### src/common/gcrRxPkg.sv
`default_nettype none

package gcrRxPkg;

	// ====================
	// widths
	localparam int SYM_W = 5;			// one line symbol
	localparam int NYB_W = 4;			// decoded nybble
	localparam int WORD_W = 128;		// payload word
	localparam int CNT_W = 9;			// baud tick counter
	localparam int FRAME_SYMS = 36;	// symbols per frame incl. start/spares/stop

	// frame timing, in baud ticks
	localparam logic [1:0] SAMPLE_PHASE = 2'd1;
	localparam logic [CNT_W-1:0] END_TICK = 9'd142;	// stop code judged here
	localparam logic [CNT_W-1:0] LAST_TICK = 9'd143;	// back to idle
	localparam logic [SYM_W-1:0] START_SYM = 5'h0A;
	localparam logic [SYM_W-1:0] STOP_SYM = 5'h15;
	localparam int SYNC_STAGES = 4;

	// ====================
	// fifo and bus
	localparam int FIFO_DEPTH = 32;
	localparam int FIFO_CNT_W = 5;
	localparam logic [FIFO_CNT_W-1:0] FIFO_LIMIT = 5'd31;	// frame end refused at this count
	localparam int ACK_DELAY = 3;

	typedef enum logic {
		RX_IDLE,	// hunting for start code
		RX_COUNT	// frame in progress
	} rxState_e;

	// 4b/5b group code, indexed by nybble
	localparam logic [SYM_W-1:0] GCR_CODE [16] = '{
		5'h0A, 5'h0B, 5'h12, 5'h13, 5'h0E, 5'h0F, 5'h16, 5'h17,
		5'h09, 5'h19, 5'h1A, 5'h1B, 5'h0D, 5'h1D, 5'h1E, 5'h15
	};

	// invalid codes fall through to 0
	function automatic logic [NYB_W-1:0] gcrDecode(input logic [SYM_W-1:0] code);
		logic [NYB_W-1:0] nyb;
		nyb = '0;
		for (int i = 0; i < 16; i++) begin
			if (GCR_CODE[i] == code)
				nyb = NYB_W'(i);
		end
		return nyb;
	endfunction

	function automatic logic [SYM_W-1:0] gcrEncode(input logic [NYB_W-1:0] nyb);
		return GCR_CODE[nyb];
	endfunction

endpackage

`default_nettype wire

### src/hdl/busReadPort.sv
`timescale 1ns/100ps
`default_nettype none

module busReadPort (
	input wire logic clk_i,
	input wire logic rst_i,
	input wire logic cyc_i,
	input wire logic stb_i,
	input wire logic cs_i,
	input wire logic we_i,		// writes acked, otherwise ignored
	output logic ack_o,
	output logic popEn_o
);
	import gcrRxPkg::*;

	logic sel;
	logic readSel;
	logic readSelQ;
	logic [ACK_DELAY-1:0] rdy;	// ready chain, one stage per held clock

	assign sel = cyc_i && stb_i && cs_i;
	assign readSel = sel && !we_i;

	// ====================
	// ack delay, any drop of the select restarts it
	always_ff @(posedge clk_i) begin
		if (rst_i) begin
			rdy <= '0;
			readSelQ <= 1'b0;
		end else begin
			rdy[0] <= sel;
			for (int i = 1; i < ACK_DELAY; i++)
				rdy[i] <= rdy[i-1] && sel;
			readSelQ <= readSel;
		end
	end

	assign ack_o = sel && rdy[ACK_DELAY-1];
	assign popEn_o = readSel && !readSelQ;	// rising edge of a read select

	// ack only at the end of an unbroken run of select
	assert property (@(posedge clk_i) disable iff (rst_i)
		ack_o |-> sel && $past(sel) && $past(sel, 2) && $past(sel, 3));

endmodule

`default_nettype wire

### src/hdl/frameFifo.sv
`timescale 1ns/100ps
`default_nettype none

module frameFifo (
	input wire logic clk_i,
	input wire logic rst_i,
	input wire logic wrEn_i,
	input wire logic popEn_i,
	input wire logic [gcrRxPkg::WORD_W-1:0] wrData_i,
	output logic [gcrRxPkg::WORD_W-1:0] rdData_o,
	output logic [gcrRxPkg::FIFO_CNT_W-1:0] count_o
);
	import gcrRxPkg::*;

	logic [WORD_W-1:0] mem [FIFO_DEPTH];
	logic [FIFO_CNT_W-1:0] wrPtr;	// wraps at depth
	logic [FIFO_CNT_W-1:0] rdPtr;
	logic doPop;
	logic full;

	assign doPop = popEn_i && (count_o != '0);	// empty pop is ignored
	// count saturates one short of the depth
	assign full = (count_o == '1);

	// ====================
	// storage and output register
	always_ff @(posedge clk_i) begin
		if (wrEn_i)
			mem[wrPtr] <= wrData_i;
		if (doPop)
			rdData_o <= mem[rdPtr];	// held until next pop
	end

	always_ff @(posedge clk_i) begin
		if (rst_i) begin
			wrPtr <= '0;
			rdPtr <= '0;
			count_o <= '0;
		end else begin
			if (wrEn_i)
				wrPtr <= wrPtr + FIFO_CNT_W'(1);
			if (doPop)
				rdPtr <= rdPtr + FIFO_CNT_W'(1);
			case ({wrEn_i, doPop})
				2'b10: count_o <= count_o + FIFO_CNT_W'(1);
				2'b01: count_o <= count_o - FIFO_CNT_W'(1);
				default: count_o <= count_o;	// none, or both
			endcase
		end
	end

	assert property (@(posedge clk_i) disable iff (rst_i)
		wrEn_i |-> !full);

endmodule

`default_nettype wire

### src/hdl/gcrRouterRx.sv
`timescale 1ns/100ps
`default_nettype none

module gcrRouterRx (
	input wire logic clk_i,
	input wire logic rst_i,
	input wire logic cyc_i,
	input wire logic stb_i,
	input wire logic cs_i,
	input wire logic we_i,
	input wire logic baudCe_i,
	input wire logic clear_i,
	input wire logic [gcrRxPkg::SYM_W-1:0] rxd_i,
	output logic ack_o,
	output logic frameErr_o,
	output logic overrun_o,
	output logic [gcrRxPkg::WORD_W-1:0] dat_o,
	output logic [gcrRxPkg::FIFO_CNT_W-1:0] fifoCount_o
);
	import gcrRxPkg::*;

	logic [SYM_W-1:0] symSync;
	logic [WORD_W-1:0] payload;
	logic [CNT_W-1:0] tickCount;
	logic [FIFO_CNT_W-1:0] fifoCount;
	logic frameActive;
	logic shiftEn;
	logic wrEn;
	logic popEn;

	assign fifoCount_o = fifoCount;

	// ====================
	// receive path
	gcrDeframer uDeframer (
		.clk_i(clk_i),
		.rxd_i(rxd_i),
		.shiftEn_i(shiftEn),
		.symSync_o(symSync),
		.payload_o(payload)
	);

	sampleCounter uCounter (
		.clk_i(clk_i),
		.rst_i(rst_i),
		.baudCe_i(baudCe_i),
		.frameActive_i(frameActive),
		.tickCount_o(tickCount)
	);

	rxFrameFsm uFsm (
		.clk_i(clk_i),
		.rst_i(rst_i),
		.baudCe_i(baudCe_i),
		.clear_i(clear_i),
		.symSync_i(symSync),
		.tickCount_i(tickCount),
		.fifoCount_i(fifoCount),
		.frameActive_o(frameActive),
		.shiftEn_o(shiftEn),
		.wrEn_o(wrEn),
		.frameErr_o(frameErr_o),
		.overrun_o(overrun_o)
	);

	// ====================
	// buffer and bus side
	frameFifo uFifo (
		.clk_i(clk_i),
		.rst_i(rst_i),
		.wrEn_i(wrEn),
		.popEn_i(popEn),
		.wrData_i(payload),
		.rdData_o(dat_o),
		.count_o(fifoCount)
	);

	busReadPort uBus (
		.clk_i(clk_i),
		.rst_i(rst_i),
		.cyc_i(cyc_i),
		.stb_i(stb_i),
		.cs_i(cs_i),
		.we_i(we_i),
		.ack_o(ack_o),
		.popEn_o(popEn)
	);

endmodule

`default_nettype wire

### src/rxFrame/gcrDeframer.sv
`timescale 1ns/100ps
`default_nettype none

module gcrDeframer (
	input wire logic clk_i,
	input wire logic [gcrRxPkg::SYM_W-1:0] rxd_i,	// raw line, async
	input wire logic shiftEn_i,
	output logic [gcrRxPkg::SYM_W-1:0] symSync_o,
	output logic [gcrRxPkg::WORD_W-1:0] payload_o
);
	import gcrRxPkg::*;

	logic [SYM_W-1:0] syncReg [SYNC_STAGES];		// synchronizer stages
	logic [FRAME_SYMS*NYB_W-1:0] shiftReg;		// whole frame, oldest symbol at bottom

	// ====================
	// line synchronizer
	always_ff @(posedge clk_i) begin
		syncReg[0] <= rxd_i;
		for (int i = 1; i < SYNC_STAGES; i++)
			syncReg[i] <= syncReg[i-1];
	end

	assign symSync_o = syncReg[SYNC_STAGES-1];

	// ====================
	// decode and shift in at the top, older nybbles move down
	always_ff @(posedge clk_i) begin
		if (shiftEn_i)
			shiftReg <= {gcrDecode(symSync_o), shiftReg[FRAME_SYMS*NYB_W-1:NYB_W]};
	end

	// after 36 shifts: start and spare in the low two nybbles,
	// spare and stop in the top two
	assign payload_o = shiftReg[2*NYB_W +: WORD_W];

endmodule

`default_nettype wire

### src/rxFrame/rxFrameFsm.sv
`timescale 1ns/100ps
`default_nettype none

module rxFrameFsm (
	input wire logic clk_i,
	input wire logic rst_i,
	input wire logic baudCe_i,		// baud clock enable
	input wire logic clear_i,		// abort frame, drop overrun
	input wire logic [gcrRxPkg::SYM_W-1:0] symSync_i,
	input wire logic [gcrRxPkg::CNT_W-1:0] tickCount_i,
	input wire logic [gcrRxPkg::FIFO_CNT_W-1:0] fifoCount_i,
	output logic frameActive_o,
	output logic shiftEn_o,
	output logic wrEn_o,
	output logic frameErr_o,
	output logic overrun_o
);
	import gcrRxPkg::*;

	rxState_e state;
	logic confirmTick;	// start code check point
	logic endTick;
	logic lastTick;
	logic falseStart;

	// ====================
	// tick count decode
	assign confirmTick = (tickCount_i == CNT_W'(1));
	assign endTick = (tickCount_i == END_TICK);
	assign lastTick = (tickCount_i == LAST_TICK);
	assign falseStart = confirmTick && (symSync_i != START_SYM);

	assign frameActive_o = (state == RX_COUNT);
	// one sample per symbol, at phase 1 of its four ticks
	assign shiftEn_o = baudCe_i && !clear_i && (state == RX_COUNT)
		&& (tickCount_i[1:0] == SAMPLE_PHASE);

	always_ff @(posedge clk_i) begin
		if (rst_i) begin
			state <= RX_IDLE;
			wrEn_o <= 1'b0;
			frameErr_o <= 1'b0;
			overrun_o <= 1'b0;
		end else begin
			wrEn_o <= 1'b0;	// single clock pulse
			if (clear_i) begin
				state <= RX_IDLE;
				overrun_o <= 1'b0;
			end else if (baudCe_i) begin
				case (state)
					RX_IDLE: begin
						if (symSync_i == START_SYM)
							state <= RX_COUNT;
					end
					RX_COUNT: begin
						// end of frame: judge stop code, store or refuse the word
						if (endTick) begin
							frameErr_o <= (symSync_i != STOP_SYM);
							if (fifoCount_i < FIFO_LIMIT)
								wrEn_o <= 1'b1;
							else
								overrun_o <= 1'b1;	// sticky until clear
						end
						if (lastTick || falseStart)
							state <= RX_IDLE;
					end
					default: state <= RX_IDLE;
				endcase
			end
		end
	end

	// ====================
	// fifo count is owned by frameFifo, the limit check spans both blocks
	assert property (@(posedge clk_i) disable iff (rst_i)
		wrEn_o |-> (fifoCount_i < FIFO_LIMIT));

	// sampling only inside a frame, and never past its last tick
	assert property (@(posedge clk_i) disable iff (rst_i)
		shiftEn_o |-> (state == RX_COUNT) && (tickCount_i <= LAST_TICK));

endmodule

`default_nettype wire

### src/rxFrame/sampleCounter.sv
`timescale 1ns/100ps
`default_nettype none

module sampleCounter (
	input wire logic clk_i,
	input wire logic rst_i,
	input wire logic baudCe_i,
	input wire logic frameActive_i,
	output logic [gcrRxPkg::CNT_W-1:0] tickCount_o
);
	import gcrRxPkg::*;

	// count advances on baud ticks only, held in between
	always_ff @(posedge clk_i) begin
		if (rst_i)
			tickCount_o <= '0;
		else if (baudCe_i) begin
			if (frameActive_i && (tickCount_o != LAST_TICK))
				tickCount_o <= tickCount_o + CNT_W'(1);
			else
				tickCount_o <= '0;	// idle, or wrap at frame end
		end
	end

	assert property (@(posedge clk_i) disable iff (rst_i)
		tickCount_o <= LAST_TICK);

endmodule

`default_nettype wire

### config.mk
export PLATFORM = sky130hd
export DESIGN_NAME = gcrRouterRx
export DESIGN_NICKNAME = d
export VERILOG_FILES = /design/src/common/gcrRxPkg.sv /design/src/hdl/busReadPort.sv /design/src/hdl/frameFifo.sv /design/src/hdl/gcrRouterRx.sv /design/src/rxFrame/gcrDeframer.sv /design/src/rxFrame/rxFrameFsm.sv /design/src/rxFrame/sampleCounter.sv
export SDC_FILE = /design/constraint.sdc
export NUM_CORES = 2
export LEC_CHECK = 0
export BUFFER_PORTS_ARGS = -buffer_cell sky130_fd_sc_hd__buf_4
export CAP_MARGIN = 20
export CORE_MARGIN = 2
export CORE_UTILIZATION = 57
export DETAILED_ROUTE_END_ITERATION = 10
export GPL_TIMING_DRIVEN = 0
export PLACE_DENSITY = 0.74
export RECOVER_POWER = 50
export SLEW_MARGIN = 20
export SYNTH_ARGS = -nofsm -noshare
export SYNTH_HDL_FRONTEND = slang
export SYNTH_MEMORY_MAX_BITS = 65536
export SYNTH_SLANG_ARGS = --single-unit
### constraint.sdc
create_clock -name clk_i -period 12.3 [get_ports clk_i]
set_input_delay 1.23 -clock clk_i [delete_from_list [all_inputs] [get_ports clk_i]]
set_output_delay 1.23 -clock clk_i [all_outputs]
set_load 0.1 [all_outputs]
==> impl_metrics.ini <==
[critical_path]
crit_arrival_ns = 6.09
worst_r2r_path_depth = 11
cp_slowest_cell = a2111oi_0
critPathKind = reg2reg
rr_startpoint = uFifo.count_o[1]$_SDFFE_PP0P_
worstSetupStartpoint = uFifo.count_o[1]$_SDFFE_PP0P_
r2r-end = uFifo.count_o[4]$_SDFFE_PP0P_
slowest_delay_ns = 1.91
path_cells = nor4_1 > a2111oi_0 > clkbuf_1 > ha_1 > inv_1 > fa_1 > nor2b_1 > o21ai_0 > and3_1 > or4_1 > a21oi_1
cp_max_fo = 11
end_kind = register
r2r_slack_ns = 7.16
cp_data_required_time_ns = 13.24
critPathLaunchType = register

[grt]
grt-ovfl-total = 0
grt_pass1_vias = 85113
gr-usage-all-layers_pct = 31.2
grt_pass1_wl_um = 640000
grt_max_degree = 34
antenna_found_initial = 25

[run]
maxCapViolCount = 19

[floorplanning]
start_util_pct = 57.3
core_area_sq_um = 288000
row_count = 197
fp.dieW_um = 543
dieArea_sq_um = 294000
die_y_um = 543
io_pins = 149

[sta]
fin_ws_ns = 7.16
finalMaxSlewViolations = 518
finalHoldViolCount = 0
max-slew-margin-rel_pct = -96.5
timing.final.crit_share_pct = 41.8
fmax_mhz = 194
worst_slew_pin_slew_ns = 2.95
rsz0062_at_grt = no
setup_tns_ns = 0
fin_worst_skew_ns = 0.0873
setup_viol = 0
finalCriticalPeriod_ns = 5.14

[finish]
areaGrowthSynthToFinish_pct = 15.7
final_nets = 8214
drive_above_1_share_pct = 25.1
fillers = 17357
utilization_pct = 66.4
layout_commonest_cell = edfxtp_1
post_layout_nonfiller_instances = 12334
mostFrequentLayoutCells = 4360 x edfxtp_1, 793 x mux4_2, 640 x mux2i_1

[logic_synthesis]
ys_seq_area_share_pct = 79.8
synth-seq-cells = 4412
yosys.area.top_type_share_pct = 79.2
synth_area_leader_cell = edfxtp_1
syn-num-nets = 7314
postSynthCellCount = 7288
avgSynthCellArea_sq_um = 22.7
synth-edff-count = 4360
synth_area_leaders = edfxtp_1 79%, mux4_2 11%, mux2i_1 3.9%
synth_flop_cell = edfxtp_1
synthesis.area_sq_um = 165000
async_flop_share_pct = 0
ys.warnings.count = 0
synth_cell_type_count = 48

[routing]
vias_per_cell = 6.97
wl_met3_um = 61000
wl_um = 461000
drtIter0Drc = 14966
drc = 0
drt-pass1-iter-count = 6
highest-signal-layer = met5
drtAntennaViolNets = 0
met2_length_um = 212000
wl_met1_um = 161000
wl_per_cell_um = 37.4
vias = 85925

[place]
gp_congestion = 0.828
portBuffers = 147
dp_slack_ns = 7.77
dp_hpwl_um = 296000
dp.cells = 11523

[hold_path]
worstHoldStart = uDeframer.syncReg[0][0]$_DFF_P_
min_path_cells = 0
hold_path.class = reg2reg
holdPathEnd = uDeframer.syncReg[1][0]$_DFF_P_

[run_status]
status = finished, violations left
violations = capacitance limit, slew limit

[clock_network]
clk_pin_slew_ns = 0.06
cts_resized = 0
root_buffer = clkbuf_16
cts_tree = done
hold_buffers = 0
postCtsSetupRepairBufs = 0
cts_max_level = 5
cts.sinks = 4412
insertion_delay_ns = 1.04
cts_max_path_buffers = 4
numCtsBuffers = 418

[power_and_ir_drop]
power_density_nw_per_um2 = 153
p_leak_nw = 57.8
peakVddDrop_mv = 0.141
totalPowerFinal_mw = 29.3
[per-layer routing]
metal  vias to the layer above  global-route usage, %
li1                      32853                      -
met1                     44743                   42.8
met2                      7146                   47.4
met3                      1171                   7.66
met4                        12                   15.2
met5                         -                      0
[critical path: cells and delay by family (launching register included)]
| kind | cells | cell delay, ns |
|---|---|---|
| AO/OA/AOI/OAI | 3 | 2.19 |
| adder cells (fa/ha/maj) | 2 | 0.76 |
| AND/OR/NAND/NOR | 4 | 0.91 |
| flip-flops | 1 | 0.44 |
| buffers and inverters | 2 | 0.76 |
[cells by family (layout without fill, tap and decap cells)]
kind of cell,Yosys count,in the layout,share of synthesized area (%)
compound gates,639,639,2.90
xor+xnor,17,17,0.0900
fa+ha+maj,13,13,0.103
buf+inv,417,1668,1.35
flops,4412,4412,79.8
mux,1468,1468,14.9
other cells,0,14,0
simple gates,322,322,0.841
[state kept, by name, summed over array words and instances (netlist names), 3 cells and up]
register and cells:
uFifo.wrPtr 5, uFifo.count_o 5, uDeframer.syncReg 20, uDeframer.shiftReg 136, uFifo.rdData_o 128, uFifo.mem 4096, uBus.rdy 3, uCounter.tickCount_o 9
uFifo.rdPtr 5
[worst max path at each step]
| stage | endpoint | slack (ns) |
|---|---|---|
| 6_report | uFifo.count_o[4]$_SDFFE_PP0P_ | 7.16 |
| 5_1_grt | uFifo.count_o[4]$_SDFFE_PP0P_ | 6.58 |
| 3_5_place_dp | uFifo.rdData_o[87]$_DFFE_PN_ | 7.77 |
| 2_1_floorplan | uFifo.count_o[4]$_SDFFE_PP0P_ | 0.30 |
| 4_1_cts | uFifo.rdData_o[30]$_DFFE_PN_ | 7.65 |
| 3_3_place_gp | uFifo.count_o[4]$_SDFFE_PP0P_ | -7.32 |
[through the flow]
| stage | instance area (sq um) | hold WS (ns) |
|---|---|---|
| floorplan | 165000 | 0.310 |
| global placement | 171000 | 0.312 |
| detailed placement | 178000 | 0.312 |
| CTS | 192000 | 0.296 |
| global route | 191000 | 0.330 |
| finish | 191000 | 0.327 |
[report_power, final]
| part | total (mW) | switching, mW | internal [mW] |
|---|---|---|---|
| sequential | 16.3 | 0.00312 | 16.3 |
| clock | 13.0 | 5.67 | 7.32 |
| combinational | 0.0120 | 0.00765 | 0.00439 |
| total | 29.3 | 5.68 | 23.6 |
[cell type report]
| type | count | area [sq um] | share of cell area, % |
|---|---|---|---|
| antenna | 14 | 35.0 | 0.0183 |
| buffer | 404 | 2200 | 1.15 |
| clock buffer | 501 | 11000 | 5.73 |
| clock inverter | 270 | 2750 | 1.44 |
| inverter | 13 | 48.8 | 0.0255 |
| multi-input combinational | 2459 | 31300 | 16.4 |
| sequential | 4412 | 132000 | 69.0 |
| tap | 3781 | 4730 | 2.47 |
| timing repair buffer | 480 | 7350 | 3.84 |
[synthesized netlist by cell type (10+ instances only)]
cell,instances
buf_4,44
buf_2,162
inv_1,13
mux2_2,35
a211oi_1,168
nor3_1,32
nand2_1,23
edfxtp_1,4360
a221oi_1,65
ha_1,12
mux4_2,793
dfxtp_1,52
buf_6,39
o221ai_1,102
mux2i_1,640
xor2_1,12
buf_1,11
nor2b_1,10
a22oi_1,46
nor2_1,212
o22ai_1,156
a21oi_1,32
clkbuf_1,148
a2111oi_0,49
Power figures use the tool's default switching activity.
